==> src/hdl/soc_bus_pkg.sv <==
package soc_bus_pkg;

  // Byte address on the memory bus.
  typedef logic [31:0] addr_t;

  // One bus data word.
  typedef logic [31:0] data_t;

  // Byte write strobes. All zero means the access is a read.
  typedef logic [3:0] strb_t;

  // Width of the mtime counter and the mtimecmp register.
  typedef logic [63:0] time_t;

endpackage
==> src/hdl/soc_map_pkg.sv <==
package soc_map_pkg;

  // Address windows. Each top address is the first byte past the window.
  localparam soc_bus_pkg::addr_t bram_base_addr  = 32'h0000_0000;
  localparam soc_bus_pkg::addr_t bram_top_addr   = 32'h0000_1000;

  localparam soc_bus_pkg::addr_t print_base_addr = 32'h1000_0000;
  localparam soc_bus_pkg::addr_t print_top_addr  = 32'h1000_1000;

  localparam soc_bus_pkg::addr_t clint_base_addr = 32'h0200_0000;
  localparam soc_bus_pkg::addr_t clint_top_addr  = 32'h0201_0000;

  // RAM depth in 32-bit words.
  localparam int bram_words = 1024;

  // CLINT register offsets from the CLINT base.
  localparam logic [15:0] clint_msip_off        = 16'h0000;
  localparam logic [15:0] clint_mtimecmp_lo_off = 16'h4000;
  localparam logic [15:0] clint_mtimecmp_hi_off = 16'h4004;
  localparam logic [15:0] clint_mtime_lo_off    = 16'hBFF8;
  localparam logic [15:0] clint_mtime_hi_off    = 16'hBFFC;

endpackage

==> src/hdl/mem_decoder.sv <==
`timescale 1ns/1ps

module mem_decoder (
  input  logic               clk,
  input  logic               rst_n,
  input  logic               memory_valid,
  input  soc_bus_pkg::addr_t memory_addr,
  input  soc_bus_pkg::data_t memory_wdata,
  input  soc_bus_pkg::strb_t memory_wstrb,
  output soc_bus_pkg::data_t memory_rdata,
  output logic               memory_ready,
  output logic               bram_valid,
  output logic               print_valid,
  output logic               clint_valid,
  output soc_bus_pkg::addr_t target_addr,
  output soc_bus_pkg::data_t target_wdata,
  output soc_bus_pkg::strb_t target_wstrb,
  input  soc_bus_pkg::data_t bram_rdata,
  input  soc_bus_pkg::data_t print_rdata,
  input  soc_bus_pkg::data_t clint_rdata,
  input  logic               bram_ready,
  input  logic               print_ready,
  input  logic               clint_ready
);

  soc_bus_pkg::addr_t base_addr;
  logic               unmapped_valid;
  logic               unmapped_ready;

  // Ranges are checked CLINT first, then print, then BRAM.
  always_comb begin
    bram_valid     = 1'b0;
    print_valid    = 1'b0;
    clint_valid    = 1'b0;
    unmapped_valid = 1'b0;
    base_addr      = '0;
    if (memory_addr >= soc_map_pkg::clint_base_addr &&
        memory_addr < soc_map_pkg::clint_top_addr) begin
      clint_valid = memory_valid;
      base_addr   = soc_map_pkg::clint_base_addr;
    end else if (memory_addr >= soc_map_pkg::print_base_addr &&
                 memory_addr < soc_map_pkg::print_top_addr) begin
      print_valid = memory_valid;
      base_addr   = soc_map_pkg::print_base_addr;
    end else if (memory_addr >= soc_map_pkg::bram_base_addr &&
                 memory_addr < soc_map_pkg::bram_top_addr) begin
      bram_valid = memory_valid;
      base_addr  = soc_map_pkg::bram_base_addr;
    end else begin
      unmapped_valid = memory_valid;
    end
  end

  assign target_addr  = memory_addr - base_addr;
  assign target_wdata = memory_wdata;
  assign target_wstrb = memory_wstrb;

  // Misses get the same one-cycle answer as a real target so the bus never stalls.
  always_ff @(posedge clk or negedge rst_n) begin
    if (!rst_n) begin
      unmapped_ready <= 1'b0;
    end else begin
      unmapped_ready <= unmapped_valid && !unmapped_ready;
    end
  end

  // An unmapped access reads zero, as does the idle bus.
  always_comb begin
    memory_rdata = '0;
    if (bram_ready) begin
      memory_rdata = bram_rdata;
    end else if (print_ready) begin
      memory_rdata = print_rdata;
    end else if (clint_ready) begin
      memory_rdata = clint_rdata;
    end
  end

  assign memory_ready = bram_ready | print_ready | clint_ready | unmapped_ready;

endmodule

==> config.mk <==
export PLATFORM = sky130hd
export DESIGN_NAME = mem_decoder
export DESIGN_NICKNAME = d
export VERILOG_FILES = /design/src/hdl/soc_bus_pkg.sv /design/src/hdl/soc_map_pkg.sv /design/src/hdl/mem_decoder.sv
export SDC_FILE = /design/constraint.sdc
export NUM_CORES = 1
export LEC_CHECK = 0
export BUFFER_PORTS_ARGS = -buffer_cell sky130_fd_sc_hd__buf_2
export CORE_AREA = 5 5 103 105
export DETAILED_ROUTE_END_ITERATION = 12
export DIE_AREA = 0 0 108 110
export MAX_ROUTING_LAYER = met4
export PLACE_DENSITY = 0.49
export SLEW_MARGIN = 20
export SYNTH_ARGS = -nofsm -noshare
export SYNTH_HDL_FRONTEND = slang
export SYNTH_SLANG_ARGS = --single-unit
==> constraint.sdc <==
create_clock -name clk -period 5.6 [get_ports clk]
set_input_delay 0.84 -clock clk [delete_from_list [all_inputs] [get_ports clk]]
set_output_delay 0.84 -clock clk [all_outputs]
set_load 0.01 [all_outputs]
==> summary.md <==
| Metric | Value |
|---|---|
| Logic pwr share | `94.3%` |
| DP HPWL | `roughly 5000 um` |
| Final Cell Area | `1890 sq um` |
| Type of origin of the critical path | `primary input` |
| Avg Cell Area, Syn | `6.38 sq um` |
| M3 GR Usage | `roughly 2.8%` |
| Leakage dissipation | `~1 nW` |
| Multi-input gate area | `793 sq um` |
| Share of cells above drive strength 1 | `between 50% and 60%` |
| Switching Fraction | `about 48%` |
| Routed vias | `1818` |
| Overflow after GRT | `0` |
| Achievable Freq | `roughly 290 MHz` |
| Area grow syn2layout | `37.6%` |
| CP Max Fanout | `2` |
| Width of the die | `108 um` |
| Post-Syn Instances | `215` |
| Layout Skew | `0 ns` |
| Routed len/inst | `12.7 um` |
| Max_cap viols | `0` |
| # rows | `36` |
| Clk_lat worst skew | `0 ns` |
| PortBufs | `177` |
| Pwr Density | `76.0 nW/um^2` |
| Post-DP Area | `1890 sq um` |
| Starting Density | `14.4%` |
| Largest net degree at the start of global routing | `66` |
| Post-CTS resize count | `0` |
| Setup TNS Final | `0 ns` |
| Core area | `9550 sq um` |
| Inst Count DP | `450` |
| Register area share after synthesis | `1.82%` |
| Syn Std Cell Area | `1370 sq um` |
| DRT Pass-1 Iters | `4` |
| Final Critical Period | `3.43 ns` |
| Nets@finish | `492` |
| FF/Latch Area | `25.0 sq um` |
| Tightest Hold Check Type | `flop to flop` |
| GR Util All Layers | `8.44%` |
| Commonest cells after routing, fill and taps aside | `buf_2 (177), nand2_1 (35), a22oi_1 (31)` |
| Layer with the highest usage | `met2` |
| Kind of critical path | `primary input to output port` |
| Synthesized net count | `388` |
| Top Registers | `unmapped_ready (1)` |
| Final ANT Viol Nets | `0` |
| Finished Core Util | `19.8%` |
| Yosys warning count | `0` |
| Global Route met2 Usage | `14.6%` |
| Final Wtd Congestion | `0.712` |
| Worst Path Arrival | `about 2.6 ns` |
| Register bit count reported by yosys | `1` |
| Die area | `~12000 sq um` |
| Top reg by flops | `unmapped_ready` |
| Worst slew pin tran | `around 0.96 ns` |
| Worst slack at placement | `roughly 2.1 ns` |
| Worst-path clk slew | `0 ns` |
| Setup ws final | `2.17 ns` |
| Cell-internal power | `0.0744 mW` |
| Initial antenna violation count | `1` |
| Commonest non-fill, non-tap cell in the layout | `buf_2` |
| Initial DRC count | `107` |
| CTS Hold Buffers Added | `0` |
| Status | `finished, final reports clean` |
| Non-Filler Instances | `roughly 450` |
| Crit share post-route | `61.2%` |
| Final setup fails | `0` |
| Max IR drop VDD | `0.0000228 V` |
| Number of global-route vias before repair | `1711` |
| Distinct cells, synth | `29` |
| Max reg flops | `1` |
| WL final | `5740 um` |
| Post-CTS setup buffers | `0` |
| RSZ-0062 raised after global routing | `no` |
| Die Span Y | `110 um` |
| DRC Markers | `0` |
| CP required | `4.76 ns` |
| # IOs | `274` |
| M1 GR Usage | `a little under a tenth` |
| Vias/cell | `between 4 and 5` |
| Slew Limit Fails | `0` |
| Clock share of power | `0%` |
| Relative slew slack | `36.2%` |
| First-pass GRT wire length | `8150 um` |
| Layout filler cell count | `1122` |
| Switching pwr | `between 0.06 and 0.07 mW` |
| Fin. Hold Viols | `0` |
| CP Capture Type | `output port` |
| Sequential Power Share | `5.7%` |
## power groups by stage
stage                     sequential, mW     clock, mW  combinational, mW
after floorplan                  0.00800             0              0.103
after global placement           0.00817             0              0.136
after detailed placement         0.00815             0              0.138
after CTS                        0.00815             0              0.138
after global routing             0.00827  0.0000000239              0.153
final                            0.00811  0.0000000239              0.135
## critical path: stages
cell	delay, ns
buf_2	0.11
nor4_2	0.33
nand3_1	0.15
nor2_1	0.13
ha_1	0.19
ha_1	0.20
nand2b_1	0.07
a21oi_1	0.21
nand2_1	0.09
xnor2_1	0.13
buf_2	0.14
## final timing paths
check                                 from         endpoint  slack [ns]  depth (start not counted)
setup / recovery           memory_addr[20]  target_addr[31]        2.17                         11
hold / removal              unmapped_ready   unmapped_ready        0.43                          1
setup reg to reg            unmapped_ready   unmapped_ready        4.97                          1
hold reg to reg             unmapped_ready   unmapped_ready        0.43                          1
max in group asynchronous            rst_n   unmapped_ready        4.90                          1
min in group asynchronous            rst_n   unmapped_ready        0.62                          1
## cell usage after synthesis (all sizes together)
cell type  instances  share of area (%)
buf               69                 38
nand2             37                 10
o21ai             32                 12
a22oi             31                 17
nor2               8                2.4
clkbuf             6                1.6
inv                4                1.1
nand3              4                1.5
xor2               4                2.6
a21oi              3                1.1
ha                 3                2.7
nor4               3                2.3
and3               2                1.0
nor3               2                1.1
a211oi             1               0.91
dfrtp              1                1.8
nand2b             1               0.46
nor2b              1                1.0
nor3b              1               0.55
or4                1               0.55
xnor2              1               0.64
## stage by stage
step                hold slack, ns  total power [mW]
finish                       0.429             0.143
detailed placement           0.439             0.146
global route                 0.469             0.161
global placement             0.443             0.145
CTS                          0.438             0.146
floorplan                    0.400             0.111
## routing by layer
layer,share of wire [%],vias to the layer above
li1,-,894
met1,36,778
met2,48,132
met3,14,14
met4,2.9,0
met5,0,-
## cell families (layout without fill, tap and decap cells)
logic type,Yosys count,count (layout),share of synthesized area (%)
AO/OA/AOI/OAI,67,67,30.6
buffers and inverters,79,181,40.4
other,0,1,0
XOR/XNOR,5,5,3.19
AND/OR/NAND/NOR,60,60,21.2
adder cells (fa/ha/maj),3,3,2.74
flip-flops,1,1,1.82
## area by class of cell
cell class	count	area share, %
antenna	1	0.133
timing repair buffer	177	46.9
sequential	1	1.33
multi-input combinational	135	42.0
inverter	4	0.795
tap	133	8.81
No activity file was read; power rests on OpenSTA's default activity.
