`config.mk`:
```
export PLATFORM = sky130hd
export DESIGN_NAME = print
export DESIGN_NICKNAME = d
export VERILOG_FILES = /design/src/hdl/soc_bus_pkg.sv /design/src/hdl/print.sv
export SDC_FILE = /design/constraint.sdc
export NUM_CORES = 1
export LEC_CHECK = 0
export ABC_AREA = 1
export BUFFER_PORTS_ARGS = -buffer_cell sky130_fd_sc_hd__buf_2
export CAP_MARGIN = 10
export CORE_MARGIN = 1
export CORE_UTILIZATION = 55
export CTS_CLUSTER_DIAMETER = 40
export DETAILED_ROUTE_END_ITERATION = 7
export HOLD_SLACK_MARGIN = 0.05
export PLACE_DENSITY = 0.85
export SKIP_LAST_GASP = 1
export SYNTH_ARGS = -nofsm -noshare
export SYNTH_HDL_FRONTEND = slang
export SYNTH_SLANG_ARGS = --single-unit
```
`constraint.sdc`:
```
create_clock -name clk -period 2.6 [get_ports clk]
set_input_delay 0.13 -clock clk [delete_from_list [all_inputs] [get_ports clk]]
set_output_delay 0.13 -clock clk [all_outputs]
set_load 0.05 [all_outputs]
```
`src/hdl/soc_bus_pkg.sv`:
```
package soc_bus_pkg;

  // Byte address on the memory bus.
  typedef logic [31:0] addr_t;

  // One bus data word.
  typedef logic [31:0] data_t;

  // Byte write strobes. All zero means the access is a read.
  typedef logic [3:0] strb_t;

  // Width of the mtime counter and the mtimecmp register.
  typedef logic [63:0] time_t;

endpackage
```
`src/hdl/print.sv`:
```
`timescale 1ns/1ps

module print (
  input  logic               clk,
  input  logic               rst_n,
  input  logic               valid,
  input  soc_bus_pkg::addr_t addr,
  input  soc_bus_pkg::data_t wdata,
  input  soc_bus_pkg::strb_t wstrb,
  output soc_bus_pkg::data_t rdata,
  output logic               ready,
  output logic [7:0]         char_out,
  output logic               char_valid
);

  soc_bus_pkg::data_t char_count;
  logic               access;
  logic               char_wr;

  assign access  = valid && !ready;
  assign char_wr = access && wstrb[0];

  always_ff @(posedge clk or negedge rst_n) begin
    if (!rst_n) begin
      ready      <= 1'b0;
      char_valid <= 1'b0;
      char_count <= '0;
    end else begin
      ready      <= access;
      char_valid <= char_wr;
      if (char_wr) begin
        char_count <= char_count + 1'b1;
      end
    end
  end

  always_ff @(posedge clk) begin
    if (char_wr) begin
      char_out <= wdata[7:0];
    end
  end

  // The count sits at the first word of the window. Other words read zero.
  always_ff @(posedge clk) begin
    if (access) begin
      rdata <= (addr[31:2] == '0) ? char_count : '0;
    end
  end

endmodule

```
==> metrics.md, run 1 <==
| Metric | Value |
|---|---|
| R2R cell count | 7 |
| Setup repair bufs after CTS | 0 |
| Combinational family with the most area after synthesis | simple AND/OR/NAND/NOR gates |
| Initial Utilization | 0.585 |
| Pin count of the biggest net entering global routing | 35 |
| Hold Crit Start | wstrb[0] |
| Post-route insts no fill | 518 |
| Hold path endpoint | char_count[0]$_DFFE_PN0P_ |
| Slew HR | 0.473 |
| Root Buffer | clkbuf_8 |
| R2R Path End | char_count[8]$_DFFE_PN0P_ |
| Crit Path Class | reg2reg |
| Cell taking the most area after synthesis | edfxtp_1 |
| Most common cell in the netlist | nand2_1 |
| Final Routed Wirelength | about 7000 um |
| Worst skew pair latency | approximately 0.36 ns |
| RePlAce Congestion | 0.966 |
| Post-synth EDFFs | 40 |
| Die X | around 82 um |
| GRT Max-Usage Layer | met2 |
| Outcome | completed |
| Hold Worst Slack | 0.156 ns |
| Max Cap Viol | 0 |
| Drt pass-1 iters | 4 |
| Global-route wire length before repair | 11400 um |
| Post_cts resized | 0 |
| CP required | approximately 2.8 ns |
| Min-delay worst type | in2reg |
| Synth top area share | 0.339 |
| Final Hold Fails | 0 |
| CTS tree | built |
| DR WL/cell | 13.6 um |
| Ant. Diodes | 0 |
| Warnings from Yosys | 0 |
| Mapped Nets | just over 400 |
| Setup TNS | 0 ns |
| Flop-to-flop setup slack | between 0.7 and 0.8 ns |
| Layout cells sized above 1 | 0.327 |
| DR iter-0 viols | approximately 210 |
| Flops & latches, synth | 74 |
| Netlist cell types | 27 |
| Nets | 510 |
| Initial antenna violation count | 0 |
| CTS max path bufs | 2 |
| Startpoint types | flip-flop |
| Number of I/O pins | 113 |
| Drt drc | 0 |
| Worst Clk Skew | between 0.008 and 0.009 ns |
| Critical-path maximum fanout | 20 |
| Hold Path Depth | 3 |
| Least-Margin Pin Slew | 0.791 ns |
| Clock sink count | 74 |
| Vias in the first global route | around 2500 |
| Cell row count | 28 |
| DP HPWL | between 4000 and 5000 um |
| Synth Area per Inst | approximately 10 um^2 |
| Global route overflow | 0 |
| H-tree depth | 3 |
| Post-synthesis sequential area ratio | 0.578 |
| M1 GR Usage | 0.286 |
| Area of the core | just over 6000 um^2 |
| Xor/xnor share of the synthesized area | 0.0469 |
| Met2 usage | 0.384 |
| Total GRT Usage | 0.236 |
| Clock-pin slew on the worst setup and hold paths | ~0.080 ns |
| Pwr Density | approximately 580 nW/um^2 |
| Post-synthesis to final-layout area growth | 21.1% |
| Die Area | 6780 um^2 |
| Synth Area in Simple Gates | 0.307 |
| Post-DRT Antenna Nets | 0 |
| Mean number of vias per cell | roughly 5 |
| Final setup viols | 0 |
| Crit path time final | roughly 1.8 ns |
| Max Slew Vio Count | 0 |
| Post-synth ARST share | 0.459 |
| Reg2reg start | ready$_DFF_PN0_ |
| Global-route met3 utilization | 0.0560 |
| FMAX | around 550 MHz |
| Port buffer count | slightly above 80 |
| Critical Path AT | between 2 and 2.5 ns |
| Mapped Area | 3550 um^2 |
| Static leakage | between 1.5 and 2 nW |
| Worst setup EP type | flip-flop |
| Post-synthesis compound-gate area fraction | 0.00141 |
| Die H | 82.3 um |
| Placed Cells | ~500 |
| Ranking of synthesized cells by area | edfxtp_1 (34%), dfrtp_1 (24%), nand2_1 (7.2%), nor3_2 (5.6%), inv_1 (4.8%) |
| Post-synth top flop | edfxtp_1 |
| Adder-cell share of the synthesized area | 0.00353 |
| Num CTS Buffers | 9 |
| Top cells by count, synth | nand2_1 (68), inv_1 (45), edfxtp_1 (40) |
| RSZ-0062 raised after global routing | false |
| Synthesized instance count | roughly 340 |
| Final Cycle Share | 0.693 |
| CTS Hold Bufs | 9 |
| Peak VDD IR | just over 0.4 mV |
| Routed via count | ~2700 |
| Fill count | approximately 450 |
| Mux share of post-synthesis cell area | 0 |
## critical path: stages (launching register included)
cell and delay [ns]:
dfrtp_1 0.38, inv_1 0.11, nand3_4 0.15, inv_2 0.35, nand2_1 0.16, nor2_1 0.25, nand2_1 0.13, xor2_1 0.17
## state kept, by name, indices dropped and copies added, names as in the netlist
signal / cells
char_count: 32
rdata: 32
char_out: 8
char_valid: 1
ready: 1
## per-stage QoR
stage | setup WS [ns] | cell area, um^2 | utilization | power [mW]
2_1_floorplan | 0.776 | 3550 | - | 1.60
3_5_place_dp | 0.850 | 4030 | 0.665 | 1.71
5_1_grt | 0.655 | 4300 | 0.709 | 2.60
6_report | 0.797 | 4300 | 0.709 | 2.50
4_1_cts | 0.807 | 4300 | 0.709 | 2.51
3_3_place_gp | 0.895 | 4030 | 0.665 | 1.69
## final cells by class
type	count	area, um^2	area share
flip-flops and latches	74	2050	0.478
inverters	46	173	0.0402
clock inverters	2	12.5	0.00291
multi-input cells	212	1270	0.297
well taps	75	93.8	0.0218
clock buffers	14	163	0.0379
repair buffers	95	528	0.123
## metal layers
metal | wire length, um | share of wire
met5 | 0 | 0
met4 | 167 | 0.024
met2 | 3350 | 0.48
met3 | 443 | 0.063
met1 | 3090 | 0.44
## report_power, final
| part | internal [mW] | switching (mW) | leakage (nW) | total, mW |
|---|---|---|---|---|
| Combinational | 0.107 | 0.224 | 1.03 | 0.331 |
| Sequential | 1.31 | 0.0549 | 0.805 | 1.36 |
| Clock | 0.398 | 0.406 | 0.0867 | 0.805 |
| Total | 1.81 | 0.685 | 1.92 | 2.50 |
## logic make-up (layout without fill, tap and decap cells)
group           Yosys count  count (layout)
fa+ha+maj                 1               1
flops                    74              74
compound gates            1               1
simple gates            191             191
buf+inv                  53             157
xor+xnor                 19              19
## worst max path at each step
stage,from,depth (start not counted),end,slack (ns)
3_3_place_gp,ready$_DFF_PN0_,7,char_count[8]$_DFFE_PN0P_,0.90
2_1_floorplan,ready$_DFF_PN0_,3,rdata[0]$_SDFFCE_PP0N_,0.78
5_1_grt,ready$_DFF_PN0_,7,char_count[8]$_DFFE_PN0P_,0.65
6_report,ready$_DFF_PN0_,7,char_count[8]$_DFFE_PN0P_,0.80
3_5_place_dp,ready$_DFF_PN0_,7,char_count[8]$_DFFE_PN0P_,0.85
4_1_cts,ready$_DFF_PN0_,7,char_count[8]$_DFFE_PN0P_,0.81
## cells in the final DEF (no fill, tap or decap), types with 6 or more instances in the layout
cell type and count:
buf_2 83, nand2_1 68, inv_1 45, edfxtp_1 40, dfrtp_1 34, nor2_1 30, nor3_2 20, nand3_1 18
xor2_1 18, nand4_1 14, clkbuf_8 11, nor3_1 10, dlygate4sd3_1 9, nor3b_2 6, nor2_2 6
Note: power is estimated with default switching activity, not from simulation.
==> run 2, diff against run 1 <==
CORE_UTILIZATION = 51   (was 55)
PLACE_DENSITY = 0.8   (was 0.85)
clock period = 1.7 ns   (was 2.6 ns; I/O delays follow)
==> run 2 against run 1 <==
- via count is 0.53% higher
- combinational power is 56% higher
- sequential share of layout area is 1.2 points lower
- sequential power is 54% higher
- largest power group unchanged
- power is 60% higher
- die area is 7.6% higher
- fmax is 15% higher
==> metrics.md, run 2 (synthesis results as in run 1) <==
| Metric | Value |
|---|---|
| Outcome | completed |
| Clock sink count | 74 (unchanged) |
| Die X | 85.4 um (+3.8%) |
| RePlAce Congestion | 0.884 (-8.5%) |
| CP required | 1.93 ns (-0.91 ns) |
| CTS Hold Bufs | 9 (unchanged) |
| Mean number of vias per cell | 5.04 (-1.6%) |
| Setup TNS | 0 ns (unchanged) |
| Static leakage | 1.97 nW (+2.5%) |
| Max Cap Viol | 0 (unchanged) |
| Routed via count | 2666 (+0.53%) |
| CTS max path bufs | 2 (unchanged) |
| Pin count of the biggest net entering global routing | 33 (-5.7%) |
| Post_cts resized | 0 (unchanged) |
| Post-DRT Antenna Nets | 0 (unchanged) |
| Final Core Density | 0.652 (-0.0565) |
| Area of the core | 6760 um^2 (+11%) |
| DP HPWL | 5100 um (+3.6%) |
| Setup WS pre-CTS | 0.129 ns (-0.721 ns) |
| Global-route wire length before repair | 12000 um (+5.1%) |
| Port buffer count | 83 (unchanged) |
| Cell row count | 30 (+7.1%) |
| Post-synthesis to final-layout area growth | 24.2% |
| Final Hold Fails | 0 (unchanged) |
| Final setup viols | 0 (unchanged) |
| Initial Utilization | 0.525 (-0.0603) |
| Initial antenna violation count | 0 (unchanged) |
| Commonest non-fill, non-tap cells in the layout | buf_2 (83), nand2_1 (68), inv_1 (44) |
| Die H | 85.4 um (+3.8%) |
| Peak VDD IR | 0.388 mV (-4.6%) |
| Clock-pin slew on the worst setup and hold paths | 0.08 ns (about the same) |
| Critical Path AT | 1.80 ns (-0.25 ns) |
| Vias in the first global route | 2598 (+4.8%) |
| Pwr Density | 909 nW/um^2 (+56%) |
| Startpoint types | flip-flop |
| Drt pass-1 iters | 4 (unchanged) |
| Ant. Diodes | 0 (unchanged) |
| H-tree depth | 3 (unchanged) |
| Layout cells sized above 1 | 0.345 (+0.0179) |
| Max Slew Vio Count | 0 (unchanged) |
| Least-Margin Pin Slew | 0.475 ns (-0.316 ns) |
| Number of I/O pins | 113 (unchanged) |
| CTS tree | built |
| Total GRT Usage | 0.216 (-0.0200) |
| FMAX | 638 MHz (+15%) |
| Worst skew pair latency | 0.35 ns (about the same) |
| Crit Path Class | reg2reg |
| Nets | 516 (+1.2%) |
| Drt drc | 0 (unchanged) |
| Min-delay worst type | in2reg |
| Worst setup EP type | flip-flop |
| DR iter-0 viols | 142 (-32%) |
| Global route overflow | 0 (unchanged) |
| Num CTS Buffers | 9 (unchanged) |
| DR WL/cell | 13.4 um (-1.6%) |
| Crit path time final | 1.57 ns (-0.236 ns) |
| Final Routed Wirelength | 7090 um (+0.52%) |
| Largest regs | char_count: 32 flops, rdata: 32 flops, char_out: 8 flops |
| Die Area | 7290 um^2 (+7.6%) |
| Setup ws final | 0.134 ns (-0.664 ns) |
| Setup repair bufs after CTS | 0 (unchanged) |
| RSZ-0062 raised after global routing | false |
| Slew HR | 0.681 (+0.208) |
| Most common cell after layout, fill and taps aside | buf_2 |
| Critical-path maximum fanout | 9 (-55%) |
| Worst Clk Skew | 0.0106 ns (+0.00208 ns) |
| Final Cycle Share | 0.921 (+0.228) |
| Root Buffer | clkbuf_8 |
## run 2: cell count changes in the layout (fill, tap and decap cells not counted)
cell and change:
buf_4 +4, bufinv_16 +1, clkbuf_1 -2, inv_1 -1
dfrtp_1 -1, buf_12 +2, dfrtp_2 +1, clkinvlp_4 +2
## run 2: worst paths after layout
check,from,endpoint,slack (ns),cells past startpoint
setup / recovery,ready$_DFF_PN0_,char_count[20]$_DFFE_PN0P_,0.13,7
hold reg to reg,char_count[31]$_DFFE_PN0P_,char_count[31]$_DFFE_PN0P_,0.48,2
setup reg to reg,ready$_DFF_PN0_,char_count[20]$_DFFE_PN0P_,0.13,7
max in group asynchronous,rst_n,char_count[27]$_DFFE_PN0P_,1.03,3
hold / removal,wstrb[0],char_count[0]$_DFFE_PN0P_,0.13,3
min in group asynchronous,rst_n,char_count[5]$_DFFE_PN0P_,0.15,2
## run 2: critical path, stage by stage (launching register included)
cell     delay [ns]
dfrtp_2        0.41
inv_1          0.10
nand3_4        0.15
inv_2          0.19
nand2_1        0.11
nor2_4         0.22
nand2_1        0.10
xor2_1         0.16
## run 2: report_power, final
group | leakage [nW] | internal, mW | switching (mW) | total (mW)
Clock | 0.0986 | 0.756 | 0.647 | 1.40
Combinational | 1.07 | 0.173 | 0.344 | 0.517
Sequential | 0.803 | 2.00 | 0.0891 | 2.09
## run 2: per-layer routing
metal	wire, um	GRT usage	vias to the layer above
li1	-	-	1317
met1	3200	0.280	1247
met2	3380	0.356	89
met3	360	0.0302	13
met4	142	0.112	0
met5	0	0	-
## run 2: cell type report
cell class | instances | area [um^2]
fill | 555 | 2350
sequential | 74 | 2050
multi-input combinational | 212 | 1270
timing repair buffer | 101 | 598
inverter | 46 | 176
clock buffer | 12 | 155
tap | 80 | 100
clock inverter | 4 | 50.0
## run 2: stage by stage
| stage | area [um^2] | std cells | hold slack, ns | power (mW) |
|---|---|---|---|---|
| final | 4410 | 529 | 0.130 | 4.01 |
| after global routing | 4410 | 529 | 0.145 | 4.16 |
| after CTS | 4410 | 529 | 0.134 | 4.02 |
| after detailed placement | 4110 | 504 | -0.00850 | 2.63 |
| after global placement | 4110 | 504 | -0.0174 | 2.60 |
| after floorplan | 3550 | 339 | -0.211 | 2.46 |
==> run 3, diff against run 2 <==
ABC_AREA = 0   (was 1)
CORE_UTILIZATION = 49   (was 51)
==> run 3 against run 2 <==
- clock skew shrank 0.0032 ns
- synthesized area shrank 15%
- utilization grew 1.4 points
- sequential cell count is the same
- cell count shrank 23%
- register-to-register slack lost 0.11 ns
- count of clock-buffer cells in the layout grew 4
- via count shrank 25%
- power shrank 7.3%
- critical path type unchanged
- critical endpoint is now char_count[27]$_DFFE_PN0P_
- largest cell class unchanged
- largest power group unchanged
==> metrics.md, run 3 <==
| Metric | Value |
|---|---|
| Outcome | completed |
| Crit path time final | 1.68 ns (+0.109 ns) |
| Max stage delay cell, worst path | dfrtp_2 |
| Die Area | 6460 um^2 (-11%) |
| Drt drc | 0 (unchanged) |
| Pwr Density | 941 nW/um^2 (+3.5%) |
| CP delay by family, top | simple AND/OR/NAND/NOR gates |
| CTS tree | built |
| Clock sink count | 74 (unchanged) |
| Least-Margin Pin Slew | 0.746 ns (+0.271 ns) |
| Setup TNS | 0 ns (unchanged) |
| Commonest non-fill, non-tap cells in the layout | buf_2 (83), edfxtp_1 (40), dfrtp_1 (33) |
| Post-synth top flop | edfxtp_1 |
| Port buffer count | 83 (unchanged) |
| Switching power | 0.931 mW (-14%) |
| Worst skew pair latency | 0.33 ns (-0.02 ns) |
| Cell row count | 28 (-6.7%) |
| Internal | 2.78 mW (-4.9%) |
| Initial antenna violation count | 0 (unchanged) |
| Crit Path Class | reg2reg |
| Multi-input logic area | 961 um^2 (-25%) |
| Area of the core | 5920 um^2 (-12%) |
| Worst setup EP type | flip-flop |
| Post-synthesis to final-layout area growth | 31.1% |
| Most common cell after layout, fill and taps aside | buf_2 |
| Largest regs | char_count: 32 flops, rdata: 32 flops, char_out: 8 flops |
| RePlAce Congestion | 0.735 (-17%) |
| Final Cycle Share | 0.986 (+0.0643) |
| Min-delay worst type | in2reg |
| Cell Area, Placed | 3660 um^2 (-11%) |
| Top cells by count, synth | edfxtp_1 (40), dfrtp_1 (34), and2_1 (31) |
| Netlist cell types | 29 (+7.4%) |
| H-tree depth | 3 (unchanged) |
| Vias in the first global route | 2007 (-23%) |
| Final Hold Fails | 0 (unchanged) |
| Sw Ratio | 0.251 (-0.0189) |
| DP HPWL | 3610 um (-29%) |
| Final Routed Wirelength | 5190 um (-27%) |
| Warnings from Yosys | 0 (unchanged) |
| Post-DRT Antenna Nets | 0 (unchanged) |
| Nets | 399 (-23%) |
| Global route overflow | 0 (unchanged) |
| Flops & latches, synth | 74 (unchanged) |
| Number of I/O pins | 113 (unchanged) |
| Critical-path maximum fanout | 6 (-3) |
| Worst-path cell chain | and3b_2, nand4_4, nor4_4, nand4_1, xnor2_1 |
| Post-synth EDFFs | 40 (unchanged) |
| Post-synthesis sequential area ratio | 0.682 (+0.103) |
| Post-synth ARST share | 0.459 (unchanged) |
| RSZ-0062 raised after global routing | true |
| Hold Worst Slack | 0.211 ns (+0.0814 ns) |
| Peak VDD IR | 0.510 mV (+31%) |
| FMAX | 597 MHz (-6.5%) |
| Synth top area share | 0.399 (+0.0605) |
| Pin count of the biggest net entering global routing | 35 (+6.1%) |
| Most common cell in the netlist | edfxtp_1 |
| Mean number of vias per cell | 4.92 (-2.3%) |
| Die H | 80.4 um (-5.9%) |
| FF+latch area | 2050 um^2 (unchanged) |
| Total GRT Usage | 0.180 (-0.0367) |
| Final instance area | 3950 um^2 (-10%) |
| Initial Utilization | 0.508 (-0.0167) |
| Worst Clk Skew | 0.00743 ns (-0.00320 ns) |
| CP required | 1.92 ns (about the same) |
| Clock power share | 0.317 (-0.033) |
| Gate power share | 0.127 (-0.002) |
| Power Total | 3.72 mW (-7.3%) |
| Mapped Area | 3010 um^2 (-15%) |
| DR WL/cell | 12.7 um (-4.9%) |
| Layout cells sized above 1 | 0.398 (+0.0524) |
| Synth Area per Inst | 14.5 um^2 (+38%) |
| Static leakage | 1.80 nW (-8.8%) |
| Sequential power share | 0.556 (+0.035) |
| Critical Path AT | 1.89 ns (+0.09 ns) |
| Setup ws final | 0.0243 ns (-0.109 ns) |
| Global-route wire length before repair | 8690 um (-28%) |
| Fill count | 421 (-24%) |
| Final setup viols | 0 (unchanged) |
| Die X | 80.4 um (-5.9%) |
| Setup WS pre-CTS | -0.00418 ns (-0.133 ns) |
| Crit-path max cell delay | 0.40 ns (about the same) |
| CTS max path bufs | 2 (unchanged) |
| Clock-pin slew on the worst setup and hold paths | 0.07 ns (about the same) |
| Ranking of synthesized cells by area | edfxtp_1 (40%), dfrtp_1 (28%), and2_1 (6.4%), xnor2_1 (6.1%), xor2_1 (2.9%) |
| Startpoint types | flip-flop |
| Max Cap Viol | 0 (unchanged) |
| Mapped Nets | 280 (-32%) |
| Cell taking the most area after synthesis | edfxtp_1 |
| Routed via count | 2004 (-25%) |
| Num CTS Buffers | 9 (unchanged) |
| Ant. Diodes | 0 (unchanged) |
| DR iter-0 viols | 79 (-44%) |
| Synthesized instance count | 208 (-39%) |
| Drt pass-1 iters | 4 (unchanged) |
| Max Slew Vio Count | 0 (unchanged) |
| Slew HR | 0.502 (-0.178) |
| Root Buffer | clkbuf_8 |
| Crit path buf inv count | 0 (-2) |
run 3: changes by cell type after synthesis, sizes merged, moves of 8 or more:
cell   previous run  this run
nor4              0         9
nor3b             8         0
xnor2             1        21
and2              0        32
nor2             41         6
inv              46         0
nor3             30         4
nand4            14         6
nand3            21        13
xor2             18        10
nand2            72        14
run 3: per-stage QoR:
stage	util	instances
4_1_cts	0.663	406
5_1_grt	0.667	407
3_5_place_dp	0.619	381
3_3_place_gp	0.619	381
2_1_floorplan	-	208
6_report	0.667	407
run 3: layout make-up:
cell class                      count  area share
Sequential cell                    74       0.520
Clock buffer                       16      0.0431
Timing Repair Buffer              112       0.169
Tap cell                           75      0.0238
Multi-Input combinational cell    130       0.244
run 3: worst paths after layout:
| check | start | endpoint | slack, ns | cells after the start |
|---|---|---|---|---|
| setup / recovery | ready$_DFF_PN0_ | char_count[27]$_DFFE_PN0P_ | 0.02 | 5 |
| hold / removal | valid | ready$_DFF_PN0_ | 0.21 | 3 |
| setup reg to reg | ready$_DFF_PN0_ | char_count[27]$_DFFE_PN0P_ | 0.02 | 5 |
| hold reg to reg | char_count[31]$_DFFE_PN0P_ | char_count[31]$_DFFE_PN0P_ | 0.47 | 1 |
| max in group asynchronous | rst_n | ready$_DFF_PN0_ | 0.82 | 2 |
| min in group asynchronous | rst_n | char_count[17]$_DFFE_PN0P_ | 0.35 | 2 |
run 3: cells by family after synthesis:
logic type,Yosys count,share of synthesized area
buf+inv,4,0.00831
mux,1,0.00374
xor+xnor,31,0.0902
flops,74,0.682
fa+ha+maj,1,0.00416
simple gates,97,0.212
run 3: power by group through the flow:
stage | clock [mW] | sequential (mW) | combinational (mW)
after floorplan | 0 | 2.27 | 0.109
after global placement | 0 | 2.10 | 0.448
after detailed placement | 0 | 2.10 | 0.461
after CTS | 1.21 | 2.06 | 0.479
after global routing | 1.27 | 2.08 | 0.500
final | 1.18 | 2.06 | 0.474
run 3: routing by layer:
| metal | vias up | GRT usage | part of all wire |
|---|---|---|---|
| met3 | 13 | 0.0432 | 0.039 |
| li1 | 974 | - | - |
| met5 | - | 0 | 0 |
| met2 | 57 | 0.300 | 0.49 |
| met4 | 0 | 0.0804 | 0.021 |
| met1 | 960 | 0.220 | 0.45 |
run 3: what timing repair did:
| action | 4_1_cts | 5_1_grt |
|---|---|---|
| pin swaps | 1 | 2 |
| gates cloned | 0 | 0 |
| setup buffers | 0 | 1 |
| hold endpoints to repair | 42 | 0 |
| resized for setup | 1 | 2 |
| hold buffers | 9 | 0 |
| endpoints found under the setup margin | 1 | 9 |
run 3: worst reg2reg max path, stage by stage (launching register included):
cell and delay [ns]:
dfrtp_2 0.40, and3b_2 0.30, nand4_4 0.17, nor4_4 0.39, nand4_1 0.17, xnor2_1 0.15
